===== src/include/adv_defines.svh =====
`ifndef ADV_DEFINES_SVH
`define ADV_DEFINES_SVH

// 7-bit I2C address of the transmitter, PD pin low
`define ADV_CHIP_ADDR 7'h39

// number of register writes in the power-up sequence
`define ADV_INIT_LENGTH 27

// PLL status register and its lock flag
`define ADV_REG_PLL_STATUS 8'h9E
`define ADV_PLL_LOCK_BIT 4

// audio CTS status, channel n sits at this address plus n
`define ADV_REG_CTS_FIRST 8'h04
`define ADV_CTS_CHANNELS 3

// frames between clears of the CTS maxima and drops
`define ADV_FRAME_WINDOW 1024

`endif

===== src/logic/adv_pkg.sv =====
package adv_pkg;

    // register file address and data byte on the transmitter
    typedef logic [7:0] reg_addr_t;
    typedef logic [7:0] reg_data_t;

    // position in the power-up write table
    typedef logic [4:0] cmd_index_t;

    // CTS channel number, 0 to 2
    typedef logic [1:0] cts_sel_t;

    // CTS status byte, also used for running max and drop
    typedef logic [7:0] cts_count_t;

    // number of PLL lock failures since reset
    typedef logic [7:0] err_count_t;

    typedef enum logic [2:0] {
        seq_issue,
        seq_wait,
        seq_check_pll,
        seq_ready,
        seq_poll
    } seq_state_t;

endpackage


===== src/logic/adv7513_ctrl.sv =====
`timescale 1ns/1ps
`include "adv_defines.svh"

module adv7513_ctrl import adv_pkg::*; #(
    parameter int frame_window = `ADV_FRAME_WINDOW
) (
    input  logic       clk,
    input  logic       reset,
    input  logic       hdmi_int,
    input  logic       vsync,
    input  reg_data_t  reg_17,
    input  reg_data_t  reg_3b,
    input  reg_data_t  reg_3c,
    output logic       txn_start,
    output logic       txn_read,
    output reg_addr_t  txn_reg,
    output reg_data_t  txn_wdata,
    input  logic       txn_done,
    input  reg_data_t  txn_rdata,
    input  logic       txn_ack_error,
    output logic       ready,
    output err_count_t pll_errors,
    output cts_count_t cts_last_0,
    output cts_count_t cts_last_1,
    output cts_count_t cts_last_2,
    output cts_count_t cts_max_0,
    output cts_count_t cts_max_1,
    output cts_count_t cts_max_2,
    output cts_count_t cts_drop_0,
    output cts_count_t cts_drop_1,
    output cts_count_t cts_drop_2
);

    cmd_index_t cmd_index;
    reg_addr_t  table_reg;
    reg_data_t  table_data;
    logic       cts_sample;
    logic       frame_tick;
    cts_sel_t   cts_sel;
    cts_count_t cts_value;

    adv_init_table u_table (
        .cmd_index  (cmd_index),
        .reg_17     (reg_17),
        .reg_3b     (reg_3b),
        .reg_3c     (reg_3c),
        .table_reg  (table_reg),
        .table_data (table_data)
    );

    adv_sequencer u_seq (
        .clk           (clk),
        .reset         (reset),
        .hdmi_int      (hdmi_int),
        .vsync         (vsync),
        .cmd_index     (cmd_index),
        .table_reg     (table_reg),
        .table_data    (table_data),
        .txn_start     (txn_start),
        .txn_read      (txn_read),
        .txn_reg       (txn_reg),
        .txn_wdata     (txn_wdata),
        .txn_done      (txn_done),
        .txn_ack_error (txn_ack_error),
        .txn_rdata     (txn_rdata),
        .ready         (ready),
        .pll_errors    (pll_errors),
        .cts_sample    (cts_sample),
        .frame_tick    (frame_tick),
        .cts_sel       (cts_sel),
        .cts_value     (cts_value)
    );

    cts_monitor #(
        .frame_window (frame_window)
    ) u_mon (
        .clk        (clk),
        .reset      (reset),
        .cts_sample (cts_sample),
        .frame_tick (frame_tick),
        .cts_sel    (cts_sel),
        .cts_value  (cts_value),
        .cts_last_0 (cts_last_0),
        .cts_last_1 (cts_last_1),
        .cts_last_2 (cts_last_2),
        .cts_max_0  (cts_max_0),
        .cts_max_1  (cts_max_1),
        .cts_max_2  (cts_max_2),
        .cts_drop_0 (cts_drop_0),
        .cts_drop_1 (cts_drop_1),
        .cts_drop_2 (cts_drop_2)
    );

endmodule


===== src/logic/cts_monitor.sv =====
`timescale 1ns/1ps
`include "adv_defines.svh"

module cts_monitor import adv_pkg::*; #(
    parameter int frame_window = `ADV_FRAME_WINDOW
) (
    input  logic       clk,
    input  logic       reset,
    input  logic       cts_sample,
    input  logic       frame_tick,
    input  cts_sel_t   cts_sel,
    input  cts_count_t cts_value,
    output cts_count_t cts_last_0,
    output cts_count_t cts_last_1,
    output cts_count_t cts_last_2,
    output cts_count_t cts_max_0,
    output cts_count_t cts_max_1,
    output cts_count_t cts_max_2,
    output cts_count_t cts_drop_0,
    output cts_count_t cts_drop_1,
    output cts_count_t cts_drop_2
);

    localparam int cnt_w = $clog2(frame_window + 1);

    cts_count_t last_q [`ADV_CTS_CHANNELS];
    cts_count_t max_q  [`ADV_CTS_CHANNELS];
    cts_count_t drop_q [`ADV_CTS_CHANNELS];

    logic [cnt_w-1:0] frame_count;

    always_ff @(posedge clk) begin
        if (!reset) begin
            frame_count <= '0;
            for (int ch = 0; ch < `ADV_CTS_CHANNELS; ch++) begin
                last_q[ch] <= '0;
                max_q[ch]  <= '0;
                drop_q[ch] <= '0;
            end
        end else if (frame_tick) begin
            if (frame_count == cnt_w'(frame_window - 1)) begin
                // window closed, start collecting peaks afresh
                frame_count <= '0;
                for (int ch = 0; ch < `ADV_CTS_CHANNELS; ch++) begin
                    max_q[ch]  <= '0;
                    drop_q[ch] <= '0;
                end
            end else begin
                frame_count <= frame_count + 1'b1;
            end
        end else if (cts_sample) begin
            for (int ch = 0; ch < `ADV_CTS_CHANNELS; ch++) begin
                if (cts_sel == cts_sel_t'(ch)) begin
                    last_q[ch] <= cts_value;
                    if (cts_value >= max_q[ch]) begin
                        max_q[ch] <= cts_value;
                    end else if ((max_q[ch] - cts_value) > drop_q[ch]) begin
                        // deepest dip below the peak seen so far
                        drop_q[ch] <= max_q[ch] - cts_value;
                    end
                end
            end
        end
    end

    assign cts_last_0 = last_q[0];
    assign cts_last_1 = last_q[1];
    assign cts_last_2 = last_q[2];
    assign cts_max_0  = max_q[0];
    assign cts_max_1  = max_q[1];
    assign cts_max_2  = max_q[2];
    assign cts_drop_0 = drop_q[0];
    assign cts_drop_1 = drop_q[1];
    assign cts_drop_2 = drop_q[2];

    // the sequencer ticks the frame before its first poll read returns
    a_no_overlap: assert property (@(posedge clk) disable iff (!reset)
        !(cts_sample && frame_tick));

endmodule


===== src/logic/adv_sequencer.sv =====
`timescale 1ns/1ps
`include "adv_defines.svh"

module adv_sequencer import adv_pkg::*; (
    input  logic       clk,
    input  logic       reset,
    input  logic       hdmi_int,
    input  logic       vsync,
    output cmd_index_t cmd_index,
    input  reg_addr_t  table_reg,
    input  reg_data_t  table_data,
    output logic       txn_start,
    output logic       txn_read,
    output reg_addr_t  txn_reg,
    output reg_data_t  txn_wdata,
    input  logic       txn_done,
    input  logic       txn_ack_error,
    input  reg_data_t  txn_rdata,
    output logic       ready,
    output err_count_t pll_errors,
    output logic       cts_sample,
    output logic       frame_tick,
    output cts_sel_t   cts_sel,
    output cts_count_t cts_value
);

    seq_state_t state;

    logic     vsync_q;
    logic     vsync_prev;
    logic     vsync_rise;
    logic     polling;
    logic     frame_pending;
    cts_sel_t poll_chan;
    logic     txn_busy;

    // two flops also bring vsync into the clk domain
    assign vsync_rise = vsync_q & ~vsync_prev;

    always_ff @(posedge clk) begin
        if (!reset) begin
            vsync_q    <= 1'b0;
            vsync_prev <= 1'b0;
        end else begin
            vsync_q    <= vsync;
            vsync_prev <= vsync_q;
        end
    end

    always_ff @(posedge clk) begin
        if (!reset) begin
            state         <= seq_issue;
            cmd_index     <= '0;
            txn_start     <= 1'b0;
            ready         <= 1'b0;
            pll_errors    <= '0;
            polling       <= 1'b0;
            frame_pending <= 1'b0;
            poll_chan     <= '0;
            cts_sample    <= 1'b0;
            frame_tick    <= 1'b0;
            cts_sel       <= '0;
        end else begin
            txn_start  <= 1'b0;
            cts_sample <= 1'b0;
            frame_tick <= 1'b0;

            case (state)
                seq_issue: begin
                    txn_start <= 1'b1;
                    if (polling) begin
                        txn_read      <= 1'b1;
                        txn_reg       <= `ADV_REG_CTS_FIRST + {6'd0, poll_chan};
                        txn_wdata     <= 8'h00;
                        frame_tick    <= frame_pending;
                        frame_pending <= 1'b0;
                        state         <= seq_poll;
                    end else if (cmd_index == cmd_index_t'(`ADV_INIT_LENGTH)) begin
                        txn_read  <= 1'b1;
                        txn_reg   <= `ADV_REG_PLL_STATUS;
                        txn_wdata <= 8'h00;
                        state     <= seq_check_pll;
                    end else begin
                        txn_read  <= 1'b0;
                        txn_reg   <= table_reg;
                        txn_wdata <= table_data;
                        state     <= seq_wait;
                    end
                end

                seq_wait: begin
                    // an acked-out write goes back to issue with the same index
                    if (txn_done) begin
                        if (!txn_ack_error) begin
                            cmd_index <= cmd_index + 5'd1;
                        end
                        state <= seq_issue;
                    end
                end

                seq_check_pll: begin
                    if (txn_done) begin
                        if (txn_ack_error) begin
                            state <= seq_issue;
                        end else if (txn_rdata[`ADV_PLL_LOCK_BIT]) begin
                            ready     <= 1'b1;
                            cmd_index <= '0;
                            state     <= seq_ready;
                        end else begin
                            // not locked, run the whole write list again
                            pll_errors <= pll_errors + 8'd1;
                            cmd_index  <= '0;
                            state      <= seq_issue;
                        end
                    end
                end

                seq_ready: begin
                    if (!hdmi_int) begin
                        state <= seq_issue;
                    end else if (vsync_rise) begin
                        polling       <= 1'b1;
                        frame_pending <= 1'b1;
                        poll_chan     <= '0;
                        state         <= seq_issue;
                    end
                end

                seq_poll: begin
                    if (txn_done) begin
                        if (txn_ack_error) begin
                            state <= seq_issue;
                        end else if (!ready) begin
                            // hot plug arrived mid poll, drop the result and re-init
                            polling <= 1'b0;
                            state   <= seq_issue;
                        end else begin
                            cts_sample <= 1'b1;
                            cts_sel    <= poll_chan;
                            cts_value  <= txn_rdata;
                            if (poll_chan == cts_sel_t'(`ADV_CTS_CHANNELS - 1)) begin
                                polling <= 1'b0;
                                state   <= seq_ready;
                            end else begin
                                poll_chan <= poll_chan + 2'd1;
                                state     <= seq_issue;
                            end
                        end
                    end
                end

                default: begin
                    state <= seq_issue;
                end
            endcase

            // hot plug overrides whatever the case above decided
            if (ready && !hdmi_int) begin
                ready   <= 1'b0;
                polling <= 1'b0;
            end
        end
    end

    // one transaction in flight with the external engine
    always_ff @(posedge clk) begin
        if (!reset) begin
            txn_busy <= 1'b0;
        end else if (txn_start) begin
            txn_busy <= 1'b1;
        end else if (txn_done) begin
            txn_busy <= 1'b0;
        end
    end

    a_single_txn: assert property (@(posedge clk) disable iff (!reset)
        txn_start |-> !txn_busy);

    a_cts_sel_range: assert property (@(posedge clk) disable iff (!reset)
        cts_sel <= cts_sel_t'(`ADV_CTS_CHANNELS - 1));

endmodule


===== src/logic/adv_init_table.sv =====
`timescale 1ns/1ps

module adv_init_table import adv_pkg::*; (
    input  cmd_index_t cmd_index,
    input  reg_data_t  reg_17,
    input  reg_data_t  reg_3b,
    input  reg_data_t  reg_3c,
    output reg_addr_t  table_reg,
    output reg_data_t  table_data
);

    always_comb begin
        table_reg  = 8'h00;
        table_data = 8'h00;
        case (cmd_index)
            // power up all circuits, sync adjust off
            5'd0:  begin table_reg = 8'h41; table_data = 8'h10; end
            // fixed registers from the programming guide
            5'd1:  begin table_reg = 8'h98; table_data = 8'h03; end
            5'd2:  begin table_reg = 8'h9A; table_data = 8'hE0; end
            5'd3:  begin table_reg = 8'h9C; table_data = 8'h30; end
            5'd4:  begin table_reg = 8'h9D; table_data = 8'h01; end
            5'd5:  begin table_reg = 8'hA2; table_data = 8'hA4; end
            5'd6:  begin table_reg = 8'hA3; table_data = 8'hA4; end
            5'd7:  begin table_reg = 8'hE0; table_data = 8'hD0; end
            5'd8:  begin table_reg = 8'hF9; table_data = 8'h00; end
            // 44.1 kHz I2S, 24 bit RGB 4:4:4 with separate syncs
            5'd9:  begin table_reg = 8'h15; table_data = 8'h00; end
            // sync polarity and aspect ratio come from the video config
            5'd10: begin table_reg = 8'h17; table_data = reg_17; end
            // 4:4:4 output, 8 bit colour depth
            5'd11: begin table_reg = 8'h16; table_data = 8'h30; end
            // RGB in the AVI infoframe, colour space converter off
            5'd12: begin table_reg = 8'h55; table_data = 8'h00; end
            5'd13: begin table_reg = 8'h18; table_data = 8'h46; end
            // HDMI mode, HDCP off
            5'd14: begin table_reg = 8'hAF; table_data = 8'h06; end
            // no clock delay, external HDCP eeprom
            5'd15: begin table_reg = 8'hBA; table_data = 8'h60; end
            // automatic CTS, I2S audio, 128xfs MCLK
            5'd16: begin table_reg = 8'h0A; table_data = 8'h00; end
            // audio N = 0x01880 (6272) for 44.1 kHz
            5'd17: begin table_reg = 8'h01; table_data = 8'h00; end
            5'd18: begin table_reg = 8'h02; table_data = 8'h18; end
            5'd19: begin table_reg = 8'h03; table_data = 8'h80; end
            // SPDIF off, MCLK generated inside
            5'd20: begin table_reg = 8'h0B; table_data = 8'h0E; end
            // I2S0 only, right justified, 16 bit words
            5'd21: begin table_reg = 8'h0C; table_data = 8'h05; end
            5'd22: begin table_reg = 8'h0D; table_data = 8'h10; end
            // enable HPD and monitor sense interrupts, then clear them
            5'd23: begin table_reg = 8'h94; table_data = 8'hC0; end
            5'd24: begin table_reg = 8'h96; table_data = 8'hC0; end
            // pixel repetition and VIC from the video config
            5'd25: begin table_reg = 8'h3B; table_data = reg_3b; end
            5'd26: begin table_reg = 8'h3C; table_data = reg_3c; end
            default: begin
                table_reg  = 8'h00;
                table_data = 8'h00;
            end
        endcase
    end

endmodule


===== config.mk =====
export PLATFORM = sky130hd
export DESIGN_NAME = adv7513_ctrl
export DESIGN_NICKNAME = d
export VERILOG_FILES = /design/src/logic/adv_pkg.sv /design/src/logic/adv7513_ctrl.sv /design/src/logic/cts_monitor.sv /design/src/logic/adv_sequencer.sv /design/src/logic/adv_init_table.sv
export VERILOG_INCLUDE_DIRS = /design/src /design/src/include
export SDC_FILE = /design/constraint.sdc
export NUM_CORES = 1
export LEC_CHECK = 0
export ABC_AREA = 1
export BUFFER_PORTS_ARGS = -buffer_cell sky130_fd_sc_hd__buf_2
export CORE_MARGIN = 8
export CORE_UTILIZATION = 61
export CTS_CLUSTER_DIAMETER = 50
export DETAILED_ROUTE_END_ITERATION = 16
export PLACE_DENSITY = 0.83
export SETUP_SLACK_MARGIN = 0.02
export SLEW_MARGIN = 40
export SYNTH_ARGS = -nofsm -noshare
export SYNTH_HDL_FRONTEND = slang
export SYNTH_SLANG_ARGS = --single-unit

===== constraint.sdc =====
create_clock -name clk -period 8.1 [get_ports clk]
set_input_delay 0.405 -clock clk [delete_from_list [all_inputs] [get_ports clk]]
set_output_delay 0.405 -clock clk [all_outputs]
set_load 0.01 [all_outputs]

======== After elaboration in Yosys (flattened, before gate mapping) ========
Memory sizes are Yosys's and may differ from the RTL's.
Cells that the tools add are included.
Widths: inputs -> output; s select.
storage, ports and cells
  bits in read-only memories .............. 0
  word-level logic and storage cells ...... 247
  RAM bits ................................ 72
  bits in latches ......................... 0
  register bits ........................... 64
  output and inout bits ................... 99
  input port bits ......................... 38
  memories kept ........................... 3
memory list
  name          words  bits a word  rd ports  clocked after Yosys merged registers in  write ports  RTL line           RTL
  u_mon.drop_q  3      8            3         0                                        3            cts_monitor.sv:28  cts_count_t drop_q [`ADV_CTS_CHANNELS];
  u_mon.last_q  3      8            3         0                                        3            cts_monitor.sv:26  cts_count_t last_q [`ADV_CTS_CHANNELS];
  u_mon.max_q   3      8            3         0                                        3            cts_monitor.sv:27  cts_count_t max_q [`ADV_CTS_CHANNELS];
cells by class
  shift operators ......................... 0
  eq/ne operators ......................... 48
  mux-type cells .......................... 116
  bitwise logic cells ..................... 22
  $mul .................................... 0
  magnitude comparators ................... 6
  reductions and logical operators ........ 26
  divide/modulo/power cells ............... 0
  add/sub/neg operators ................... 8
operators with widths
  kind                   count
  $pmux 8 s27            1
  $pmux 8 s18            1
  $mux 8                 17
  $mux 1                 69
  $eq 5x5->1 const B     12
  $eq 5x4->1 const B     8
  $mux 3                 9
  $ge 8x8->1             3
  $gt 8x8->1             3
  $sub 8x8->8            3
  $eq 5x3->1 const B     4
  $mux 5                 4
  $reduce_and 4->1       5
  $mux 2                 9
  $ne 2x2->1 const B     8
  $or 1x1->1             15
  $pmux 3 s5             1
  $reduce_or 2->1        6
  $add 11x1->11 const B  1
  $eq 11x10->1 const B   1
  $mux 11                1
  $eq 5x2->1 const B     2
  $pmux 5 s2             1
  $reduce_and 5->1       2
  28 further kinds       40

======== Logic depth before layout (Yosys ltp) ========
Gate-level depths: netlist of run 1.
An unclocked memory read counts as a cell.
  depth in word-level cells ............... 11
  mapped depth ............................ 20
  mapped depth without buffers ............ 19

======== Cells and area by module ========
From an unflattened synthesis of run 1, not the netlist that was laid out.
unflattened totals
  cells, all modules ...................... 968
  area total of the unflattened synthesis .. 8047.7 sq um
modules (own cells, without submodules)
  module          cells each  area an instance (sq um)  times used  sequential area each (sq um)
  cts_monitor     518         4828.4                    1           2382.3
  adv_sequencer   280         2413.6                    1           1311.3
  adv_init_table  170         805.8                     1           0.0

======== Worst setup path before layout of run 1 ========
OpenSTA, ideal clock, no wires.
  path type ............................... reg2reg
  start point ............................. mem u_mon.max_q[0][16] (netlist bit)
  end point ............................... mem u_mon.drop_q[0][19] (netlist bit), data pin
  clock period less this slack ............ 2.918 ns
  buffers on the path ..................... 1
  data required time ...................... 7.850 ns
  cell stages (with the launch flop) ...... 20
  slack ................................... 5.182 ns
  data arrival time ....................... 2.668 ns
  library setup time ...................... 0.250 ns
  cells stage by stage .................... edfxtp_1 inv_1 ha_1 inv_1 fa_1 nand2_1 nand2_1 and2_1 a21oi_1 xor2_1 ha_1 nand2_1 nor2_1 nor3_1 nand2_1 nand2_1 nand3_2 buf_6 nand2_1 inv_1
RTL lines
  item         RTL line
  from (decl)  cts_monitor.sv:27
  to (decl)    cts_monitor.sv:28

==> metrics.md, run 1 <==
| Metric | Value |
|---|---|
| Synth cell types | `40` |
| Largest net degree at the start of global routing | `25` |
| Global-route wire length before repair | `30900 um` |
| Core Region | `12400 um2` |
| CTS max path bufs | `2` |
| Clock latency on the worst-skew pair | `0.43 ns` |
| DRC violations left | `0` |
| Slew margin rel. | `0.567` |
| Slew of the pin with the lowest slew margin | `0.646 ns` |
| Worst vdd ir | `0.135 mV` |
| DIE AREA | `16400 um2` |
| Root Buffer | `clkbuf_16` |
| NumNets Final | `1130` |
| Number of synthesized register bits | `136` |
| Regs by FF count | `u_mon.drop_q: 24 flops, u_mon.last_q: 24 flops, u_mon.max_q: 24 flops` |
| Clock-pin slew on the worst setup and hold paths | `0.06 ns` |
| Clk_skew | `0.0115 ns` |
| Most frequent CP cell | `nand2_1` |
| DP Cell Count | `1186` |
| Routed wire per std cell | `15.7 um` |
| Min Tclk post-route | `3.60 ns` |
| Fillers | `972` |
| Max incr delay on CP | `0.43 ns` |
| Post-placement setup slack | `4.58 ns` |
| PortBufs | `136` |
| Switch Pwr | `0.000389 W` |
| Power Density | `183 nW/um2` |
| Antenna Violating Nets Remaining | `0` |
| Register area share after synthesis | `0.483` |
| Post-synth top area share | `0.381` |
| Via/cell ratio | `5.42` |
| IO Count | `137` |
| Critical path depth in cells | `15` |
| Compound-Gate Fraction of Synth Area | `0.0835` |
| CP Cell Sequence | `inv_1, ha_1, nand2_1, o21ai_0, a21oi_1, xnor2_1, ha_1, a21oi_1, nor2_1, nor3_1, nand2_1, nand2_1, nand3_2, nand2_1, inv_1` |
| Area contributors post-synth | `edfxtp_1 (38%), dfxtp_1 (10%), nand2_1 (9.8%)` |
| Xor-xnor portion of the synthesized cell area | `0.0252` |
| Synth Instances | `890` |
| Crit path kind | `reg -> reg` |
| Status | `finished, final reports clean` |
| Clock Power Share | `0.454` |
| Main combinational cell family by area after synthesis | `simple AND/OR/NAND/NOR gates` |
| Main synth FF type | `edfxtp_1` |
| R2r startpoint | `u_seq.cts_value[1]` |
| Simple-gate share of the synthesized area | `0.219` |
| Crit path launch type | `flip-flop` |
| Worst Slack Setup Final | `4.50 ns` |
| CTS hold repair buffers | `0` |
| R2r setup slk | `4.50 ns` |
| Most frequent cells in the layout | `nand2_1 (199), inv_1 (151), buf_2 (136), edfxtp_1 (97), nor2_1 (86)` |
| P&R area growth vs syn | `18.3%` |
| Critical Path Start | `u_seq.cts_value[1]` |
| Drt initial violations | `588` |
| Worst-path fanout max | `24` |
| Adder-cell share of the synthesized area | `0.0996` |
| Net Count, Synth | `987` |
| Top cell type by total area after synthesis | `edfxtp_1` |
| Clk sink count | `136` |
| Top Family by Delay on Critical Path | `simple AND/OR/NAND/NOR gates` |
| RSZ-0062 raised after global routing | `false` |
| P_int | `0.00127 W` |
| Fin. Hold Viols | `0` |
| Post-CTS setup buffers | `0` |
| Worst setup path end | `u_mon.drop_q[0][1]` |
| Slew Limit Fails | `0` |
| Mapped Area | `7640 um2` |
| Worst r2r dst | `u_mon.drop_q[0][1]` |
| Count of flip-flops with a built-in enable after synthesis | `97` |
| Worst path bufs/invs | `2` |
| Worst hold path class | `in -> reg` |
| Initial core utilization | `0.616` |
| Chip height | `128 um` |
| Final-report setup violation count | `0` |
| # diodes | `0` |
| Asr flop ratio synth | `0` |
| Post-route clock period utilization | `0.444` |
| CP Capture Type | `flip-flop` |
| Mean area per synthesized cell | `8.59 um2` |
| Critical Path RT | `8.27 ns` |
| Layout cells sized above 1 | `0.182` |
| Htree depth | `4` |
| Power share of the combinational group | `0.079` |
| Gr ovfl total | `0` |
| Commonest non-fill, non-tap cell in the layout | `nand2_1` |
| Multiplexer area fraction after synthesis | `0` |
| Post-Layout Cell Count | `1218` |
| Row Count | `41` |
| Count of cells resized by post-cts repair | `0` |
| Vias in the first global route | `6343` |
| Sw frac | `0.235` |
| Max cap viols | `0` |
| Slowest CP cell | `o21ai_0` |
| Gr usage total | `0.239` |
| Crit path arrival time | `3.77 ns` |
| Highest Clock Rate | `278 MHz` |
| Hpwl dp | `14700 um` |
| Pleak | `4.50 nW` |
| Drt first pass iters | `5` |
| CTS Buf Count | `17` |
| GPL Wtd Cong | `0.974` |
| Setup TNS | `0 ns` |
| Reg power frac | `0.467` |
| Cell depth of the worst flop-to-flop path | `15` |
| DRT Wirelength | `19100 um` |
| Synth warn | `0` |
| Initial antenna violation count | `1` |
| DR vias | `6596` |
| Die X | `128 um` |
| TritonCTS clock tree | `done` |
==> per-layer routing <==
layer,global-route usage,wire length (um),vias to the layer above
li1,-,-,3226
met5,0,13,-
met3,0.0574,1380,39
met4,0.0748,395,2
met2,0.409,9350,293
met1,0.290,7950,3036
==> worst min-delay path by stage <==
| stage | startpoint | endpoint | cells past startpoint |
|---|---|---|---|
| CTS | txn_rdata[5] | u_seq.cts_value[5] | 1 |
| global placement | u_seq.poll_chan[0] | u_seq.poll_chan[0] | 1 |
| floorplan | u_seq.poll_chan[0] | u_seq.poll_chan[0] | 1 |
| detailed placement | u_seq.poll_chan[0] | u_seq.poll_chan[0] | 1 |
| finish | txn_rdata[2] | u_seq.cts_value[2] | 1 |
| global route | txn_rdata[5] | u_seq.cts_value[5] | 1 |
==> cell families (layout without fill, tap and decap cells) <==
family	count (synthesis)	count (layout)
AND/OR/NAND/NOR	388	388
buffers and inverters	171	327
flip-flops	136	136
AO/OA/AOI/OAI	114	114
adder cells (fa/ha/maj)	59	59
XOR/XNOR	22	22
==> worst reg2reg max path, delay by kind of cell, from the launching register on <==
kind                       cells  cell delay (ns)
adders and majority gates      2             0.62
DFF                            1             0.37
and+or+nand+nor                7             1.10
xor gates and xnor gates       1             0.24
AOI/OAI and AO/OA              3             0.77
buffers and inverters          2             0.24
==> cells in the mapped netlist (all sizes together) (13+ instances only) <==
cell,count
ha,56
a21oi,59
inv,156
o21ai,29
nor3,20
edfxtp,97
nor2,94
nand2,199
dfxtp,39
xor2,13
nand3,46
==> cell type report <==
cell class                      instances  area [um2]  share of cell area
Multi-Input combinational cell        583        3260               0.361
Clock inverter                         14         146              0.0162
Sequential cell                       136        3690               0.409
Tap cell                              172         215              0.0238
Inverter                              156         586              0.0648
Timing Repair Buffer                  139         703              0.0778
Clock buffer                           18         429              0.0475
==> power groups by stage <==
stage	logic [W]	clock network (W)	registers, W
3_3_place_gp	0.000126	0	0.000788
6_report	0.000131	0.000751	0.000774
2_1_floorplan	0.0000696	0	0.000796
5_1_grt	0.000147	0.000786	0.000776
3_5_place_dp	0.000130	0	0.000788
4_1_cts	0.000131	0.000758	0.000774
==> per-stage QoR <==
| step | total power [W] | util | hold slack [ns] | instance area [um2] |
|---|---|---|---|---|
| after floorplan | 0.000866 | - | 0.403 | 7640 |
| after global routing | 0.00171 | 0.728 | 0.150 | 9040 |
| final | 0.00166 | 0.728 | 0.163 | 9040 |
| after detailed placement | 0.000918 | 0.682 | 0.422 | 8460 |
| after CTS | 0.00166 | 0.728 | 0.147 | 9040 |
| after global placement | 0.000914 | 0.681 | 0.416 | 8460 |
Power figures use the tool's default switching activity.
==> run 2, diff against run 1 <==
--- a/config.mk
+++ b/config.mk
@@ -9,10 +9,10 @@
 export ABC_AREA = 1
 export BUFFER_PORTS_ARGS = -buffer_cell sky130_fd_sc_hd__buf_2
 export CORE_MARGIN = 8
-export CORE_UTILIZATION = 61
+export CORE_UTILIZATION = 57
 export CTS_CLUSTER_DIAMETER = 50
 export DETAILED_ROUTE_END_ITERATION = 16
-export PLACE_DENSITY = 0.83
+export PLACE_DENSITY = 0.78
 export SETUP_SLACK_MARGIN = 0.02
 export SLEW_MARGIN = 40
 export SYNTH_ARGS = -nofsm -noshare
==> constraint.sdc (replaced) <==
create_clock -name clk -period 3.5 [get_ports clk]
set_input_delay 0.175 -clock clk [delete_from_list [all_inputs] [get_ports clk]]
set_output_delay 0.175 -clock clk [all_outputs]
set_load 0.01 [all_outputs]
==> metrics.md, run 2 (synthesis gave the netlist of run 1 again) <==
| Metric | Value |
|---|---|
| Status | `finished, final reports clean` |
| PortBufs | `136 (unchanged)` |
| Initial core utilization | `0.579 (-0.0362)` |
| Gr ovfl total | `0 (unchanged)` |
| DRT Wirelength | `19500 um (+1.9%)` |
| # diodes | `0 (unchanged)` |
| NumNets Final | `1140 (+0.88%)` |
| Chip height | `132 um (+3.0%)` |
| Drt first pass iters | `6 (+1)` |
| CP Capture Type | `flip-flop` |
| CTS Buf Count | `17 (unchanged)` |
| Setup TNS | `0 ns (unchanged)` |
| RSZ-0062 raised after global routing | `true` |
| Critical Path RT | `3.67 ns (-4.60 ns)` |
| Cell depth of the worst flop-to-flop path | `18 (+3)` |
| Crit path kind | `reg -> reg` |
| Slew of the pin with the lowest slew margin | `0.631 ns (-0.0150 ns)` |
| Gr usage total | `0.227 (-0.0116)` |
| Post-placement setup slack | `0.187 ns (-4.39 ns)` |
| Worst hold path class | `in -> reg` |
| Worst setup path end | `u_mon.drop_q[0][17]` |
| Vias in the first global route | `6309 (-0.54%)` |
| IO Count | `137 (unchanged)` |
| Clk sink count | `136 (unchanged)` |
| DR vias | `6569 (-0.41%)` |
| Critical Path Start | `u_seq.cts_value[0]` |
| Layout cells sized above 1 | `0.181 (-0.000773)` |
| GPL Wtd Cong | `0.943 (-3.2%)` |
| Min Tclk post-route | `3.24 ns (-0.354 ns)` |
| Antenna Violating Nets Remaining | `0 (unchanged)` |
| DIE AREA | `17400 um2 (+6.1%)` |
| DRC violations left | `0 (unchanged)` |
| Max cap viols | `0 (unchanged)` |
| Clock-pin slew on the worst setup and hold paths | `0.06 ns (about the same)` |
| P&R area growth vs syn | `19.3%` |
| Core Region | `13200 um2 (+6.2%)` |
| Post-CTS setup buffers | `0 (unchanged)` |
| Slew Limit Fails | `0 (unchanged)` |
| Die X | `132 um (+3.0%)` |
| Global-route wire length before repair | `32000 um (+3.8%)` |
| TritonCTS clock tree | `done` |
| Routed wire per std cell | `15.8 um (+0.74%)` |
| Final-report setup violation count | `0 (unchanged)` |
| Root Buffer | `clkbuf_16` |
| Highest Clock Rate | `308 MHz (+11%)` |
| Clk_skew | `0.0113 ns (-0.000199 ns)` |
| Regs by FF count | `u_mon.drop_q: 24 flops, u_mon.last_q: 24 flops, u_mon.max_q: 24 flops` |
| Pleak | `4.54 nW (+0.89%)` |
| R2r setup slk | `0.26 ns (-4.25 ns)` |
| Worst vdd ir | `0.306 mV (+130%)` |
| Htree depth | `4 (unchanged)` |
| Power Density | `414 nW/um2 (+130%)` |
| Via/cell ratio | `5.33 (-1.5%)` |
| Crit path arrival time | `3.42 ns (-0.35 ns)` |
| CTS max path bufs | `2 (unchanged)` |
| Most frequent cells in the layout | `nand2_1 (198), inv_1 (151), buf_2 (136), edfxtp_1 (97), nor2_1 (87)` |
| Slew margin rel. | `0.578 (+0.0100)` |
| Post-route clock period utilization | `0.927 (+0.483)` |
| Worst-path fanout max | `24 (unchanged)` |
| Worst Slack Setup Final | `0.257 ns (-4.25 ns)` |
| Hpwl dp | `15100 um (+2.8%)` |
| Crit path launch type | `flip-flop` |
| Commonest non-fill, non-tap cell in the layout | `nand2_1` |
| Row Count | `42 (+2.4%)` |
| Clock latency on the worst-skew pair | `0.42 ns (about the same)` |
| Initial antenna violation count | `0 (-1)` |
| Fin. Hold Viols | `0 (unchanged)` |
| Largest net degree at the start of global routing | `25 (unchanged)` |
| Drt initial violations | `654 (+11%)` |
| R2r startpoint | `u_seq.cts_value[0]` |
| Worst r2r dst | `u_mon.drop_q[0][17]` |
-- run 2: cell types whose count changed in the layout (fill, tap and decap cells not counted), sizes merged --
cell	delta
buf	+2
clkbuf	+2
dlygate4sd3	+8
bufinv	-1
inv	+1
clkinvlp	-1
clkinv	-1
-- run 2: power by group --
part | internal, W | switching, W | leakage (nW)
Sequential | 0.00177 | 0.0000236 | 1.29
Clock | 0.000993 | 0.000679 | 0.273
Combinational | 0.000119 | 0.000187 | 2.97
Total | 0.00288 | 0.000889 | 4.54
-- run 2: worst min-delay path by stage --
stage | startpoint | endpoint | slack, ns | cells past startpoint
final | txn_rdata[4] | u_seq.cts_value[4] | 0.02 | 1
after global routing | txn_rdata[4] | u_seq.cts_value[4] | 0.01 | 1
after floorplan | vsync | u_seq.vsync_q | 0.27 | 2
after global placement | txn_rdata[0] | u_seq.cts_value[0] | 0.35 | 1
after CTS | txn_rdata[4] | u_seq.cts_value[4] | 0.001 | 1
after detailed placement | txn_rdata[0] | u_seq.cts_value[0] | 0.35 | 1
-- run 2: critical path, cell delays in order (launching register included) --
cell and delay [ns]:
edfxtp_1 0.45, ha_1 0.22, inv_1 0.06, fa_1 0.41, nand2_1 0.08, nand2_1 0.07, and2_1 0.16, a21oi_1 0.15
xor2_1 0.22, ha_1 0.26, nand2_1 0.08, nor2_1 0.05, nor3_1 0.12, nand2_1 0.07, nand2_1 0.19, nand3_2 0.10
buf_6 0.18, nand2_1 0.08, inv_1 0.04
-- run 2: cell type report --
| class | count | area [um2] |
|---|---|---|
| inverter | 156 | 586 |
| sequential | 136 | 3690 |
| fill | 1064 | 4080 |
| clock buffer | 20 | 447 |
| multi-input combinational | 583 | 3260 |
| clock inverter | 12 | 101 |
| tap | 176 | 220 |
| timing repair buffer | 149 | 802 |
-- run 2: stage by stage --
step | utilization | std cells | instance area (um2) | power [W] | hold WS, ns
after floorplan | - | 890 | 7640 | 0.00200 | 0.273
after global placement | 0.643 | 1192 | 8480 | 0.00212 | 0.354
after detailed placement | 0.643 | 1192 | 8480 | 0.00212 | 0.353
after CTS | 0.690 | 1232 | 9110 | 0.00378 | 0.00132
after global routing | 0.691 | 1232 | 9110 | 0.00389 | 0.0103
final | 0.691 | 1232 | 9110 | 0.00377 | 0.0164
-- run 2: layer usage --
layer,GRT usage,share of wire
met5,0,0
met4,0.0772,0.021
met3,0.0549,0.063
met1,0.288,0.44
met2,0.373,0.48
-- run 2: what timing repair did --
| item | in CTS | in global routing |
|---|---|---|
| hold endpoints to repair | 8 | 0 |
| gates resized for setup | 0 | 3 |
| hold buffers | 8 | 0 |
| setup endpoints to repair | 0 | 32 |
==> run 3, diff against run 2 <==
==> constraint.sdc (replaced) <==
create_clock -name clk -period 3.6 [get_ports clk]
set_input_delay 0.18 -clock clk [delete_from_list [all_inputs] [get_ports clk]]
set_output_delay 0.18 -clock clk [all_outputs]
set_load 0.01 [all_outputs]
==> metrics.md, run 3 (synthesis gave the netlist of run 1 again) <==
| Metric | Value |
|---|---|
| Highest Clock Rate | `302 MHz (-2.1%)` |
| Worst vdd ir | `0.242 mV (-21%)` |
| R2r setup slk | `0.29 ns (+0.03 ns)` |
| Max incr delay on CP | `0.44 ns (about the same)` |
| DRT Wirelength | `19200 um (-1.2%)` |
| Initial antenna violation count | `1 (+1)` |
| CP Capture Type | `flip-flop` |
| Post-Place Cell Area | `8490 um2 (+0.15%)` |
| NumNets Final | `1140 (unchanged)` |
| Commonest non-fill, non-tap cell in the layout | `nand2_1` |
| Vias in the first global route | `6248 (-0.97%)` |
| Crit path kind | `reg -> reg` |
| P&R area growth vs syn | `19.7%` |
| Most frequent CP cell | `nand2_1` |
| Top Usage Layer GRT | `met2` |
| Power Density | `405 nW/um2 (-2.1%)` |
| Drt first pass iters | `5 (-1)` |
| Regs by FF count | `u_mon.drop_q: 24 flops, u_mon.last_q: 24 flops, u_mon.max_q: 24 flops` |
| CTS Buf Count | `17 (unchanged)` |
| Worst hold path class | `in -> reg` |
| GPL Wtd Cong | `1.01 (+7.2%)` |
| Most frequent cells in the layout | `nand2_1 (199), inv_1 (151), buf_2 (136), edfxtp_1 (97), nor2_1 (87)` |
| Max cap viols | `0 (unchanged)` |
| Post-route clock period utilization | `0.920 (-0.00640)` |
| Root Buffer | `clkbuf_16` |
| Slew Limit Fails | `0 (unchanged)` |
| Slew of the pin with the lowest slew margin | `0.670 ns (+0.0385 ns)` |
| Global-route wire length before repair | `31400 um (-2.1%)` |
| Largest net degree at the start of global routing | `22 (-12%)` |
| Met3 Use GR | `0.0530 (-0.00191)` |
| Setup TNS | `0 ns (unchanged)` |
| Layout cells sized above 1 | `0.178 (-0.00284)` |
| CP Cell Sequence | `ha_1, inv_1, fa_1, nand2_1, nand2_1, and2_1, a21oi_1, xor2_1, ha_1, nand2_1, nor2_1, nand4_1, nand2_1, nor2_1, nand2_1, nand2_1` |
| Status | `finished, final reports clean` |
| Clk sink count | `136 (unchanged)` |
| CTS max path bufs | `2 (unchanged)` |
| Slowest CP cell | `edfxtp_1` |
| Die X | `132 um (unchanged)` |
| Clock-pin slew on the worst setup and hold paths | `0.06 ns (about the same)` |
| Met2 usage | `0.372 (-0.000570)` |
| Routed wire per std cell | `15.6 um (-1.3%)` |
| Grt met1 use | `0.276 (-0.0123)` |
| Core Region | `13200 um2 (unchanged)` |
| Drt initial violations | `553 (-15%)` |
| Clock latency on the worst-skew pair | `0.42 ns (about the same)` |
| Antenna Violating Nets Remaining | `0 (unchanged)` |
| Clk_skew | `0.00516 ns (-0.00618 ns)` |
| DR vias | `6528 (-0.62%)` |
| Worst-path fanout max | `8 (-67%)` |
| Fin. Hold Viols | `0 (unchanged)` |
| Initial core utilization | `0.579 (unchanged)` |
| Pleak | `4.54 nW (+0.18%)` |
| Chip height | `132 um (unchanged)` |
| Htree depth | `4 (unchanged)` |
| Min Tclk post-route | `3.31 ns (+0.0696 ns)` |
| Crit path launch type | `flip-flop` |
| TritonCTS clock tree | `done` |
| Final-report setup violation count | `0 (unchanged)` |
| Critical Path RT | `3.68 ns (about the same)` |
| Gr usage total | `0.223 (-0.00405)` |
| Slew margin rel. | `0.552 (-0.0258)` |
| Post-CTS setup buffers | `0 (unchanged)` |
| Via/cell ratio | `5.29 (-0.70%)` |
| DRC violations left | `0 (unchanged)` |
| RSZ-0062 raised after global routing | `false` |
| Row Count | `42 (unchanged)` |
| Crit path arrival time | `3.39 ns (-0.03 ns)` |
| Design area | `9150 um2 (+0.34%)` |
| DIE AREA | `17400 um2 (unchanged)` |
| Hpwl dp | `14900 um (-0.91%)` |
| Gr ovfl total | `0 (unchanged)` |
| PortBufs | `136 (unchanged)` |
| IO Count | `137 (unchanged)` |
-- run 3: cell count changes in the layout (fill, tap and decap cells not counted), sizes merged --
cell	previous run	this run
clkinv	6	12
inv	160	156
clkbuf	20	18
bufinv	1	2
clkinvlp	1	0
diode	0	1
-- run 3: worst paths after layout --
kind                                    startpoint                   to  cells after the start
worst max-delay path            u_seq.cts_value[0]  u_mon.drop_q[0][21]                     16
worst min-delay path                  txn_rdata[4]   u_seq.cts_value[4]                      1
worst max register to register  u_seq.cts_value[0]  u_mon.drop_q[0][21]                     16
worst min register to register  u_seq.poll_chan[0]   u_seq.poll_chan[0]                      1
-- run 3: timing repair --
action                                  4_1_cts  5_1_grt
resized for setup                             0        3
hold buffers                                  8        0
endpoints found under the setup margin        0       26
endpoints found under the hold margin         8        0
-- run 3: layout make-up --
| type | instances | area, um2 |
|---|---|---|
| fill | 1065 | 4050 |
| inverter | 156 | 586 |
| clock buffer | 18 | 429 |
| multi-input combinational | 583 | 3270 |
| timing repair buffer | 149 | 811 |
| clock inverter | 14 | 134 |
| tap | 176 | 220 |
| sequential | 136 | 3690 |
| antenna | 1 | 2.50 |
-- run 3: per-stage QoR --
stage	util	std cells	power, W	setup WS [ns]	hold WS (ns)
floorplan	-	890	0.00195	0.682	0.278
global placement	0.644	1192	0.00206	0.392	0.358
detailed placement	0.644	1192	0.00206	0.324	0.361
CTS	0.693	1232	0.00372	0.286	0.00649
global route	0.693	1233	0.00383	0.0266	0.0228
finish	0.693	1233	0.00370	0.288	0.0255
-- run 3: metal layers --
layer  part of all wire  wire length (um)
met4              0.019               362
met3              0.068              1300
met5                  0                 0
met1               0.43              8220
met2               0.49              9330
-- run 3: power breakdown --
part / switching (W) / internal [W] / total, W
sequential: 0.0000217 / 0.00172 / 0.00174
combinational: 0.000182 / 0.000116 / 0.000298
clock: 0.000655 / 0.00101 / 0.00166
total: 0.000859 / 0.00284 / 0.00370
-- run 3: worst max-delay path: cells and delay by family, from the launching register on --
family / cells / cell delay [ns]
AO/OA/AOI/OAI: 1 / 0.18
buffers and inverters: 1 / 0.06
XOR/XNOR: 1 / 0.21
flip-flops: 1 / 0.44
adder cells (fa/ha/maj): 3 / 0.89
AND/OR/NAND/NOR: 10 / 1.19
